--- config.mk ---
export PLATFORM = sky130hd
export DESIGN_NAME = rtcMenu
export DESIGN_NICKNAME = d
export VERILOG_FILES = /design/src/design/rtcMapPkg.sv /design/src/design/menuPkg.sv /design/src/design/menuFsm.sv /design/src/design/scanCounter.sv /design/src/design/waitTimer.sv /design/src/design/editCursor.sv /design/src/design/fieldStore.sv /design/src/design/busMaster.sv /design/src/design/rtcMenu.sv
export SDC_FILE = /design/constraint.sdc
export NUM_CORES = 1
export LEC_CHECK = 0
export ABC_AREA = 0
export BUFFER_PORTS_ARGS = -buffer_cell sky130_fd_sc_hd__buf_2
export CELL_PAD_IN_SITES_DETAIL_PLACEMENT = 1
export CELL_PAD_IN_SITES_GLOBAL_PLACEMENT = 2
export CORE_MARGIN = 4
export CORE_UTILIZATION = 37
export DETAILED_ROUTE_END_ITERATION = 8
export PLACE_DENSITY_LB_ADDON = 0.1
export SETUP_SLACK_MARGIN = 0.3
export SYNTH_ARGS = -nofsm -noshare
export SYNTH_HDL_FRONTEND = slang
export SYNTH_SLANG_ARGS = --single-unit
--- constraint.sdc ---
create_clock -name CLK -period 3.1 [get_ports CLK]
set_input_delay 0 -clock CLK [delete_from_list [all_inputs] [get_ports CLK]]
set_output_delay 0 -clock CLK [all_outputs]
set_load 0.05 [all_outputs]
--- src/design/rtcMapPkg.sv ---
package rtcMapPkg;

	////////////////////////////////
	// Field map widths
	////////////////////////////////
	localparam int AddrWidth = 3;
	localparam int DataWidth = 8;
	localparam int FieldCount = 7;

	// RTC register addresses, seconds first
	localparam logic [AddrWidth-1:0] SecondsAddr = 3'd1;
	localparam logic [AddrWidth-1:0] MinutesAddr = 3'd2;
	localparam logic [AddrWidth-1:0] HoursAddr = 3'd3;
	localparam logic [AddrWidth-1:0] WeekdayAddr = 3'd4;
	localparam logic [AddrWidth-1:0] DayAddr = 3'd5;
	localparam logic [AddrWidth-1:0] MonthAddr = 3'd6;
	localparam logic [AddrWidth-1:0] YearAddr = 3'd7;

	// Bounds of the scanned range
	localparam logic [AddrWidth-1:0] FirstField = SecondsAddr;
	localparam logic [AddrWidth-1:0] LastField = AddrWidth'(FirstField + FieldCount - 1);

	// Modulus of each field, counting from zero
	function automatic logic [DataWidth-1:0] fieldLimit(input logic [AddrWidth-1:0] addr);
		case (addr)
			SecondsAddr: return 8'd60;
			MinutesAddr: return 8'd60;
			HoursAddr: return 8'd24;
			WeekdayAddr: return 8'd7;
			DayAddr: return 8'd31;
			MonthAddr: return 8'd12;
			YearAddr: return 8'd100;
			// Address 0 holds no field
			default: return 8'd1;
		endcase
	endfunction

endpackage

--- src/design/menuPkg.sv ---
package menuPkg;

	////////////////////////////////
	// Main menu states
	////////////////////////////////
	typedef enum logic [2:0] {
		Scan,
		ScanWait,
		Settle,
		Poll,
		WriteWait
	} menuState_t;

	////////////////////////////////
	// Cursor commands from a poll
	////////////////////////////////
	typedef enum logic [1:0] {
		None,
		Left,
		Right,
		Home
	} cursorMove_t;

endpackage

--- src/design/menuFsm.sv ---
`timescale 1ns/10ps

module menuFsm (
	input logic CLK,
	input logic RST,
	input logic btnUp,
	input logic btnDown,
	input logic btnLeft,
	input logic btnRight,
	input logic btnCenter,
	input logic accessDone,
	input logic scanLast,
	input logic timerDone,
	output logic accessStart,
	output logic accessWrite,
	output logic scanClear,
	output logic scanStep,
	output logic captureEn,
	output logic timerStart,
	output logic stepUp,
	output logic refreshed,
	output menuPkg::cursorMove_t cursorMove
);

	menuPkg::menuState_t state;
	menuPkg::menuState_t nextState;
	// High from a start until its done
	logic accessPending;

	////////////////////////////////
	// State and access tracking
	////////////////////////////////
	always_ff @(posedge CLK or posedge RST)
	begin
		if (RST)
		begin
			state <= menuPkg::Scan;
			accessPending <= 1'b0;
		end
		else
		begin
			state <= nextState;
			if (accessStart)
				accessPending <= 1'b1;
			else if (accessDone)
				accessPending <= 1'b0;
		end
	end

	////////////////////////////////
	// Next state and outputs
	////////////////////////////////
	always_comb
	begin
		nextState = state;
		accessStart = 1'b0;
		accessWrite = 1'b0;
		scanClear = 1'b0;
		scanStep = 1'b0;
		captureEn = 1'b0;
		timerStart = 1'b0;
		stepUp = 1'b0;
		refreshed = 1'b0;
		cursorMove = menuPkg::None;
		case (state)
			// One read per field
			menuPkg::Scan:
			begin
				accessStart = 1'b1;
				nextState = menuPkg::ScanWait;
			end
			menuPkg::ScanWait:
			begin
				if (accessDone)
				begin
					captureEn = 1'b1;
					if (scanLast)
					begin
						// Whole map read, start the settle wait
						scanClear = 1'b1;
						refreshed = 1'b1;
						timerStart = 1'b1;
						nextState = menuPkg::Settle;
					end
					else
					begin
						scanStep = 1'b1;
						nextState = menuPkg::Scan;
					end
				end
			end
			menuPkg::Settle:
			begin
				if (timerDone)
					nextState = menuPkg::Poll;
			end
			// Priority Up, Down, Left, Right, Center
			menuPkg::Poll:
			begin
				nextState = menuPkg::Scan;
				if (btnUp || btnDown)
				begin
					accessStart = 1'b1;
					accessWrite = 1'b1;
					stepUp = btnUp;
					nextState = menuPkg::WriteWait;
				end
				else if (btnLeft)
					cursorMove = menuPkg::Left;
				else if (btnRight)
					cursorMove = menuPkg::Right;
				else if (btnCenter)
					cursorMove = menuPkg::Home;
			end
			// Rescan once the write lands
			menuPkg::WriteWait:
			begin
				if (accessDone)
					nextState = menuPkg::Scan;
			end
			default:
				nextState = menuPkg::Scan;
		endcase
	end

	// Single access in flight on the RTC bus
	assert property (@(posedge CLK) disable iff (RST) accessStart |-> !accessPending)
		else $error("accessStart while an access is outstanding");

endmodule

--- src/design/scanCounter.sv ---
`timescale 1ns/10ps

module scanCounter (
	input logic CLK,
	input logic RST,
	input logic scanClear,
	input logic scanStep,
	output logic [rtcMapPkg::AddrWidth-1:0] scanAddr,
	output logic scanLast
);

	////////////////////////////////
	// Scan address register
	////////////////////////////////
	always_ff @(posedge CLK or posedge RST)
	begin
		if (RST)
			scanAddr <= rtcMapPkg::FirstField;
		else if (scanClear)
			scanAddr <= rtcMapPkg::FirstField;
		else if (scanStep)
			scanAddr <= scanAddr + rtcMapPkg::AddrWidth'(1);
	end

	// Year is the final field
	assign scanLast = (scanAddr == rtcMapPkg::LastField);

	// Never leaves the field map
	assert property (@(posedge CLK) disable iff (RST)
		scanAddr >= rtcMapPkg::FirstField && scanAddr <= rtcMapPkg::LastField)
		else $error("scanAddr outside the field map");

endmodule

--- src/design/waitTimer.sv ---
`timescale 1ns/10ps

module waitTimer #(
	parameter int WaitCycles = 100
) (
	input logic CLK,
	input logic RST,
	input logic timerStart,
	output logic timerDone
);

	localparam int CountWidth = $clog2(WaitCycles + 1);

	// Zero means idle
	logic [CountWidth-1:0] count;

	always_ff @(posedge CLK or posedge RST)
	begin
		if (RST)
			count <= '0;
		else if (timerStart)
			count <= CountWidth'(WaitCycles);
		else if (count != '0)
			count <= count - CountWidth'(1);
	end

	// Last counted cycle, WaitCycles after the start
	assign timerDone = (count == CountWidth'(1));

endmodule

--- src/design/editCursor.sv ---
`timescale 1ns/10ps

module editCursor (
	input logic CLK,
	input logic RST,
	input menuPkg::cursorMove_t cursorMove,
	output logic [rtcMapPkg::AddrWidth-1:0] cursorAddr
);

	////////////////////////////////
	// Edit pointer
	////////////////////////////////
	always_ff @(posedge CLK or posedge RST)
	begin
		if (RST)
			cursorAddr <= rtcMapPkg::FirstField;
		else
		begin
			case (cursorMove)
				// Left counts up, wraps after year
				menuPkg::Left:
					cursorAddr <= (cursorAddr == rtcMapPkg::LastField) ?
						rtcMapPkg::FirstField : cursorAddr + rtcMapPkg::AddrWidth'(1);
				// Right counts down, wraps below seconds
				menuPkg::Right:
					cursorAddr <= (cursorAddr == rtcMapPkg::FirstField) ?
						rtcMapPkg::LastField : cursorAddr - rtcMapPkg::AddrWidth'(1);
				menuPkg::Home:
					cursorAddr <= rtcMapPkg::FirstField;
				default:
					cursorAddr <= cursorAddr;
			endcase
		end
	end

	// Address 0 is not a field
	assert property (@(posedge CLK) disable iff (RST) cursorAddr != '0)
		else $error("cursorAddr reached 0");

endmodule

--- src/design/fieldStore.sv ---
`timescale 1ns/10ps

module fieldStore (
	input logic CLK,
	input logic RST,
	input logic captureEn,
	input logic [rtcMapPkg::AddrWidth-1:0] captureAddr,
	input logic [rtcMapPkg::AddrWidth-1:0] cursorAddr,
	input logic [rtcMapPkg::AddrWidth-1:0] viewAddr,
	input logic [rtcMapPkg::DataWidth-1:0] captureData,
	input logic stepUp,
	output logic [rtcMapPkg::DataWidth-1:0] nextValue,
	output logic [rtcMapPkg::DataWidth-1:0] viewData
);

	// Local copy of the RTC fields
	logic [rtcMapPkg::DataWidth-1:0] fields [rtcMapPkg::FirstField:rtcMapPkg::LastField];
	logic [rtcMapPkg::DataWidth-1:0] cursorValue;
	logic [rtcMapPkg::DataWidth-1:0] cursorLimit;

	////////////////////////////////
	// Capture from scan reads
	////////////////////////////////
	always_ff @(posedge CLK or posedge RST)
	begin
		if (RST)
		begin
			for (int i = rtcMapPkg::FirstField; i <= rtcMapPkg::LastField; i++)
				fields[i] <= '0;
		end
		else if (captureEn)
			fields[captureAddr] <= captureData;
	end

	////////////////////////////////
	// Wrapped step of cursor field
	////////////////////////////////
	assign cursorValue = fields[cursorAddr];
	assign cursorLimit = rtcMapPkg::fieldLimit(cursorAddr);

	always_comb
	begin
		if (stepUp)
			// Out of range values also fold back to zero
			nextValue = (cursorValue >= cursorLimit - 8'd1) ? '0 : cursorValue + 8'd1;
		else if (cursorValue == '0 || cursorValue >= cursorLimit)
			nextValue = cursorLimit - 8'd1;
		else
			nextValue = cursorValue - 8'd1;
	end

	// Panel readout, zero outside the map
	assign viewData = (viewAddr >= rtcMapPkg::FirstField && viewAddr <= rtcMapPkg::LastField) ?
		fields[viewAddr] : '0;

endmodule

--- src/design/busMaster.sv ---
`timescale 1ns/10ps

module busMaster (
	input logic CLK,
	input logic RST,
	input logic accessStart,
	input logic accessWrite,
	input logic [rtcMapPkg::AddrWidth-1:0] accessAddr,
	input logic [rtcMapPkg::DataWidth-1:0] accessWdata,
	output logic accessDone,
	output logic [rtcMapPkg::DataWidth-1:0] accessRdata,
	output logic busReq,
	output logic busWrite,
	output logic [rtcMapPkg::AddrWidth-1:0] busAddr,
	output logic [rtcMapPkg::DataWidth-1:0] busWdata,
	input logic busDone,
	input logic [rtcMapPkg::DataWidth-1:0] busRdata
);

	////////////////////////////////
	// Request level and done
	////////////////////////////////
	always_ff @(posedge CLK or posedge RST)
	begin
		if (RST)
		begin
			busReq <= 1'b0;
			busWrite <= 1'b0;
			accessDone <= 1'b0;
		end
		else
		begin
			// Done follows busDone by one cycle
			accessDone <= busReq && busDone;
			if (accessStart)
			begin
				busReq <= 1'b1;
				busWrite <= accessWrite;
			end
			else if (busDone)
				busReq <= 1'b0;
		end
	end

	// Address and data held for the whole access
	always_ff @(posedge CLK)
	begin
		if (accessStart)
		begin
			busAddr <= accessAddr;
			busWdata <= accessWdata;
		end
		if (busReq && busDone)
			accessRdata <= busRdata;
	end

	assert property (@(posedge CLK) disable iff (RST)
		busReq && !busDone |=> $stable(busAddr) && $stable(busWdata) && $stable(busWrite))
		else $error("RTC bus payload changed during a request");

endmodule

--- src/design/rtcMenu.sv ---
`timescale 1ns/10ps

module rtcMenu #(
	parameter int WaitCycles = 100
) (
	input logic CLK,
	input logic RST,
	input logic up,
	input logic down,
	input logic left,
	input logic right,
	input logic center,
	output logic [rtcMapPkg::AddrWidth-1:0] cursor,
	output logic refreshed,
	input logic [rtcMapPkg::AddrWidth-1:0] viewAddr,
	output logic [rtcMapPkg::DataWidth-1:0] viewData,
	output logic busReq,
	output logic busWrite,
	output logic [rtcMapPkg::AddrWidth-1:0] busAddr,
	output logic [rtcMapPkg::DataWidth-1:0] busWdata,
	input logic busDone,
	input logic [rtcMapPkg::DataWidth-1:0] busRdata
);

	logic accessStart;
	logic accessWrite;
	logic accessDone;
	logic [rtcMapPkg::AddrWidth-1:0] accessAddr;
	logic [rtcMapPkg::DataWidth-1:0] accessRdata;
	logic scanClear;
	logic scanStep;
	logic scanLast;
	logic [rtcMapPkg::AddrWidth-1:0] scanAddr;
	logic captureEn;
	logic timerStart;
	logic timerDone;
	logic stepUp;
	logic [rtcMapPkg::DataWidth-1:0] nextValue;
	menuPkg::cursorMove_t cursorMove;
	logic [rtcMapPkg::AddrWidth-1:0] cursorAddr;

	////////////////////////////////
	// Control
	////////////////////////////////
	menuFsm fsm (.CLK, .RST, .btnUp(up), .btnDown(down), .btnLeft(left),
		.btnRight(right), .btnCenter(center), .accessDone, .scanLast, .timerDone,
		.accessStart, .accessWrite, .scanClear, .scanStep, .captureEn, .timerStart,
		.stepUp, .refreshed, .cursorMove);

	scanCounter scanCnt (.CLK, .RST, .scanClear, .scanStep, .scanAddr, .scanLast);

	waitTimer #(.WaitCycles(WaitCycles)) settleTimer (.CLK, .RST, .timerStart, .timerDone);

	editCursor cursorReg (.CLK, .RST, .cursorMove, .cursorAddr);

	////////////////////////////////
	// Data path and RTC bus
	////////////////////////////////
	fieldStore store (.CLK, .RST, .captureEn, .captureAddr(scanAddr), .cursorAddr, .viewAddr,
		.captureData(accessRdata), .stepUp, .nextValue, .viewData);

	// Writes go to the edited field, reads follow the scan
	assign accessAddr = accessWrite ? cursorAddr : scanAddr;

	busMaster bus (.CLK, .RST, .accessStart, .accessWrite, .accessAddr,
		.accessWdata(nextValue), .accessDone, .accessRdata, .busReq, .busWrite, .busAddr,
		.busWdata, .busDone, .busRdata);

	assign cursor = cursorAddr;

endmodule

; ---- Yosys cells after proc, flatten, opt, wreduce, memory -nomap -nowiden
; Index checks and enable logic that the tools add are counted.
[totals]
register_bits = 94
word_cells = 116
out_inout_bits = 25
[op_classes]
magnitude_cmp = 8
eq_ne = 19
muxes = 48
bitwise_logic = 3
n_reduce_logical = 14
add_sub_neg = 7
[ops]
columns = cell, count
row1 = two-way mux 8 bit, 9
row2 = bitwise mux 56 bit, 1
row3 = binary-select mux 8 bit (select 3 bit), 2
row4 = case mux 7 bit (6 select lines), 1
row5 = two-way mux 3 bit, 9
row6 = demux 8 bit (select 3 bit), 1
row7 = == test 3 bit (second input constant), 6
row8 = case mux 3 bit (5 select lines), 1
row9 = two-way mux 1 bit, 14
row10 = two-way mux 7 bit, 2
row11 = == test 3 x 2 -> 1 bit (second input constant), 4
row12 = >= comparator 4 bit (second input constant), 3
row13 = two-way mux 2 bit, 6
row14 = NOT 3 -> 4 bit, 3
row15 = case mux 3 bit (3 select lines), 1
row16 = adder 8 x 1 -> 8 bit (second input constant), 1
row17 = >= comparator 8 x 7 -> 1 bit, 1
row18 = >= comparator 8 bit, 1
row19 = logical NOT 8 bit, 1
row20 = subtractor 7 x 1 -> 8 bit (second input constant), 1
row21 = subtractor 8 x 1 -> 8 bit (second input constant), 1
row22 = == test 7 x 1 -> 1 bit (second input constant), 1
row23 = nonzero test 7 bit, 1
row24 = subtractor 7 x 1 -> 7 bit (second input constant), 1
row25 = 17 further kinds, 27

; ---- Longest topological paths before layout
[logic_depth]
ltp_word = 8
depth_mapped = 17

; ---- Modules after synthesis
; Synthesis repeated with hierarchy kept, for this count alone.
[unflattened]
cells_unflattened = 479
area_unflattened_um2 = 5688.0
[modules_own_cells]
columns = module, area_per_inst_um2, instances, cells_per_inst, seq_area_each_um2
row1 = fieldStore, 3952.5, 1, 345, 1401.3
row2 = busMaster, 683.2, 1, 27, 645.6
row3 = waitTimer, 391.6, 1, 38, 175.2
row4 = menuFsm, 256.5, 1, 30, 75.1
row5 = editCursor, 222.7, 1, 24, 76.3
row6 = scanCounter, 147.6, 1, 12, 76.3
row7 = rtcMenu, 33.8, 1, 3, 0.0

; ---- Worst setup path after synthesis
; Ideal clock, no wire load.
[synth_timing]
path_type = register to register
startpoint = register cursorReg.cursorAddr[1] (netlist name)
endpoint = register bus.busWdata[5] (netlist name) (data pin)
path_slack_ns = -0.688
path_stages_with_launch = 17
n_path_buf = 3
arrival_time_ns = 3.636
setup_time_ns = 0.152
required_ns = 2.948
period_less_slack_ns = 3.788
path_cell_list = dfrtp_1 > buf_6 > buf_4 > buf_2 > inv_1 > ha_1 > nor3_1 > nand2_1 > nand2_1 > ha_1 > nand2b_1 > a211oi_1 > o21ai_0 > a211o_1 > a21oi_2 > mux2_4 > o22ai_2
[synth_via]
elab_chain_cells = 8
elab_cells_between_ends = 23
[synth_lines]
columns = element, line_no
row1 = "start, declared", editCursor.sv:7  ; output logic [rtcMapPkg::AddrWidth-1:0] cursorAddr
row2 = "start signal, assigned", editCursor.sv:16  ; cursorAddr <= rtcMapPkg::FirstField;
row3 = "start signal, assigned", editCursor.sv:22  ; cursorAddr <= (cursorAddr == rtcMapPkg::LastField) ?
row4 = "start signal, assigned", editCursor.sv:26  ; cursorAddr <= (cursorAddr == rtcMapPkg::FirstField) ?
row5 = branches (longest 7 deep; another with subtractor 7 x 1 -> 8 bit), n/a
row6 = two-way mux 8 bit *, fieldStore.sv:43  ; if (stepUp)
row7 = "named net bus.accessWdata, one bit", busMaster.sv:9  ; input logic [rtcMapPkg::DataWidth-1:0] accessWdata,
row8 = "end signal, assigned", busMaster.sv:51  ; busWdata <= accessWdata;
row9 = "end, declared", busMaster.sv:15  ; output logic [rtcMapPkg::DataWidth-1:0] busWdata,
; Mark *: on every way through the listed nets, which the timed path passes. The select of a mux whose other input is x is not followed.
; A chain may end at the register's enable or synchronous reset.

; ---- Final worst setup path
[layout_timing]
startpoint = register cursorReg.cursorAddr[0] (netlist name)
endpoint = register bus.busWdata[5] (netlist name) (data pin)
; The elaborated chain is that of the path after synthesis.

==> results.toml <==
[run_status]
status = "finished with violations"
violations = "setup timing"

[pwr]
power.density_nw_per_um2 = 998
p_leak_nw = 3.30
peakVddDrop_mv = 0.431
finalPower_mw = 7.17

[synth]
async_flop_share_pct = 79.8
ys_top_cells_by_area = "dfrtp_1, mux2_2, edfxtp_1"
yosysUniqueCellTypes = 66
synth-edff-count = 19
yosys.area.top_type = "dfrtp_1"
yosys_most_used_dff = "dfrtp_1"
yosysSeqAreaShare_pct = 43.2
syn-num-nets = 537
avgSynthCellArea_um2 = 11.6
yosys_warnings = 0
syn_inst = 490
syn_area_um2 = 5680
synth_top_area_share_pct = 32.2
ys_ff_latch = 94

[cts]
clock_latency_ns = 0.36
cts_max_level = 3
path_clk_slew_ns = 0.06
cts_buffer_depth = 2
cts_tree = "yes"
cts_root_buf = "clkbuf_16"
numCtsBuffers = 9
clock_sinks = 94

[global_route]
grtUsageTotal_pct = 19.5
grt_pass1_vias = 4701
grt_max_degree = 40
antenna_found_initial = 1
grt_first_pass_wirelength_mm = 26.5
grt_overflow = 0

[timing]
hold_viol_final = 0
worst_pin_slew_ns = 0.873
period_share_pct = 101
maxSlewHeadroom_pct = 41.7
worst_hold_slack_ns = 0.0781
setup_viol = 1
rsz0062_at_grt = "true"
fin_crit_ns = 3.13
drv_slew = 0
setup_slack_ns = -0.0340
skew_ns = 0.0116
fmax_mhz = 319

[worst_setup_path]
crit_path_top_delay_cell = "dfstp_2"
path_cells = "mux4_2 > inv_2 > a21o_1 > inv_2 > ha_4 > a21o_1 > a21oi_2 > o21ai_1 > a211o_1 > a21oi_4 > mux2_4 > o22ai_2"
criticalPathCategory = "flip-flop to flip-flop"
crit_fanout = 6
arrival_ns = 3.33
path_buf_inv = 2
start_kind = "flip-flop"
cp_top_family = "compound AO/OA/AOI/OAI gates"
r2r_slack_ns = -0.03
cpPeakStageDelay_ns = 0.62
end_kind = "flip-flop"
worstPathRequired_ns = 3.30

[detailed_routing]
wirelength_mm = 16.4
num_vias = 4338
avgViaCountPerCell = 5.51
drc = 0
drtIter0Drc = 155
firstDrtPassIters = 4
postRouteAntennaNets = 0
wl_per_cell_um = 20.9

[final_layout]
fin_area_um2 = 7190
layout-drive-gt1-share_pct = 44.9
n_fill_cell = 1603
multi_input_area_um2 = 3310
area_growth_pct = 26.6
finalNetCount = 641
diodes = 0
regArea_um2 = 2450
final_core_util_pct = 47.6

[job]
drv_cap = 0

[floorplanning]
die_h_um = 132
floorplan.initialDensity_pct = 37.6
die_w_um = 132
design.core.area_um2 = 15100
io_pins = 44
core.rowCount = 45
die-area_um2 = 17400

[placed_design]
gp_congestion = 0.861
pre_cts_ws_ns = -0.0750
numPortBuffers = 43
dpl_cell_area_um2 = 6460
post-dp-hpwl_mm = 11.9

[worst_hold_path]
hp-class = "input pin to flip-flop"
## report_power, final
group | internal (mW) | switching [mW] | total, mW | leakage (nW)
registers | 1.79 | 0.378 | 2.16 | 1.15
logic | 1.88 | 1.99 | 3.87 | 2.01
clock network | 0.629 | 0.512 | 1.14 | 0.142
total | 4.29 | 2.88 | 7.17 | 3.30
## path summary, 6_finish.rpt
kind | start | to | depth (start not counted)
worst max-delay path | cursorReg.cursorAddr[0] | bus.busWdata[5] | 12
worst min-delay path | right | cursorReg.cursorAddr[0] | 4
worst max register to register | cursorReg.cursorAddr[0] | bus.busWdata[5] | 12
worst min register to register | bus.busWrite | bus.busWrite | 2
max in group asynchronous | RST | scanCnt.scanAddr[0] | 4
min in group asynchronous | RST | store.fields[43] | 3
## tightest hold or removal path: cells and delay by family
kind                   cells  cell delay (ns)
buffers and inverters      1             0.10
and+or+nand+nor            1             0.18
AOI/OAI and AO/OA          2             0.14
## what timing repair did
item,in CTS,in global routing
setup buffers,9,4
pin swaps,12,12
cloned,0,1
gates resized for setup,25,23
hold buffers,10,0
endpoints found under the hold margin,47,0
setup endpoints to repair,8,8
## sequential cells by signal, summed over array words and instances, names as in the netlist
name                  flops
bus.busReq                1
bus.busWrite              1
store.fields             56
bus.busWdata              8
fsm.state                 3
cursorReg.cursorAddr      3
bus.accessRdata           8
bus.busAddr               3
scanCnt.scanAddr          3
bus.accessDone            1
settleTimer.count         7
## kinds of logic (layout without fill, tap and decap cells)
family          Yosys count  count (layout)  synth area share [%]
fa+ha+maj                28              28                  6.17
xor+xnor                 14              14                  2.16
simple gates            129             129                  12.2
other cells               1               1                0.0661
buf+inv                  40             149                  3.37
mux                      97              97                  21.3
flops                    94              94                  43.2
compound gates           87              87                  11.6
## metrics by stage
stage | setup TNS, ns | std cells
after global placement | 0 | 747
after global routing | -0.645 | 787
after floorplan | -0.514 | 490
final | -0.0340 | 787
after detailed placement | -0.396 | 747
after CTS | -0.0273 | 782
## per-layer routing
layer | routed length (um) | up-vias | global-route usage [%]
met3 | 381 | 17 | 3.02
met5 | 0 | - | 0
li1 | - | 2041 | -
met2 | 8440 | 47 | 33.9
met1 | 7360 | 2233 | 25.0
met4 | 252 | 0 | 6.01
## final cells by class
type                       count  area share [%]
sequential                    94            34.1
timing repair buffer         118            11.7
inverter                      15           0.818
clock buffer                  11            3.24
clock inverter                 5           0.784
multi-input combinational    356            46.1
tap                          188            3.27
## Yosys cell counts (all sizes together) (4+ instances only)
library cell,n
buf,9
mux2,75
dfrtp,73
nand3,13
edfxtp,19
nor4b,4
and2,4
nand2b,4
clkbuf,16
mux4,10
o21ai,24
a211oi,6
nand2,43
a21oi,13
xnor2,10
mux2i,12
nor3,9
ha,28
nor2,22
a221oi,11
inv,15
a22oi,7
nand3b,6
xor2,4
nor2b,5
## placed cells by master (no fill, tap or decap), drive strengths merged, types with 11 or more instances in the layout
cell type / netlist / layout
mux2: 75 / 75
o21ai: 24 / 24
a221oi: 11 / 11
nand2: 43 / 43
clkbuf: 16 / 11
nor2: 22 / 22
nand3: 13 / 13
edfxtp: 19 / 19
dfrtp: 73 / 73
inv: 15 / 17
a21oi: 13 / 13
ha: 28 / 28
buf: 9 / 108
mux2i: 12 / 12
Note: power is estimated with default switching activity, not from simulation.
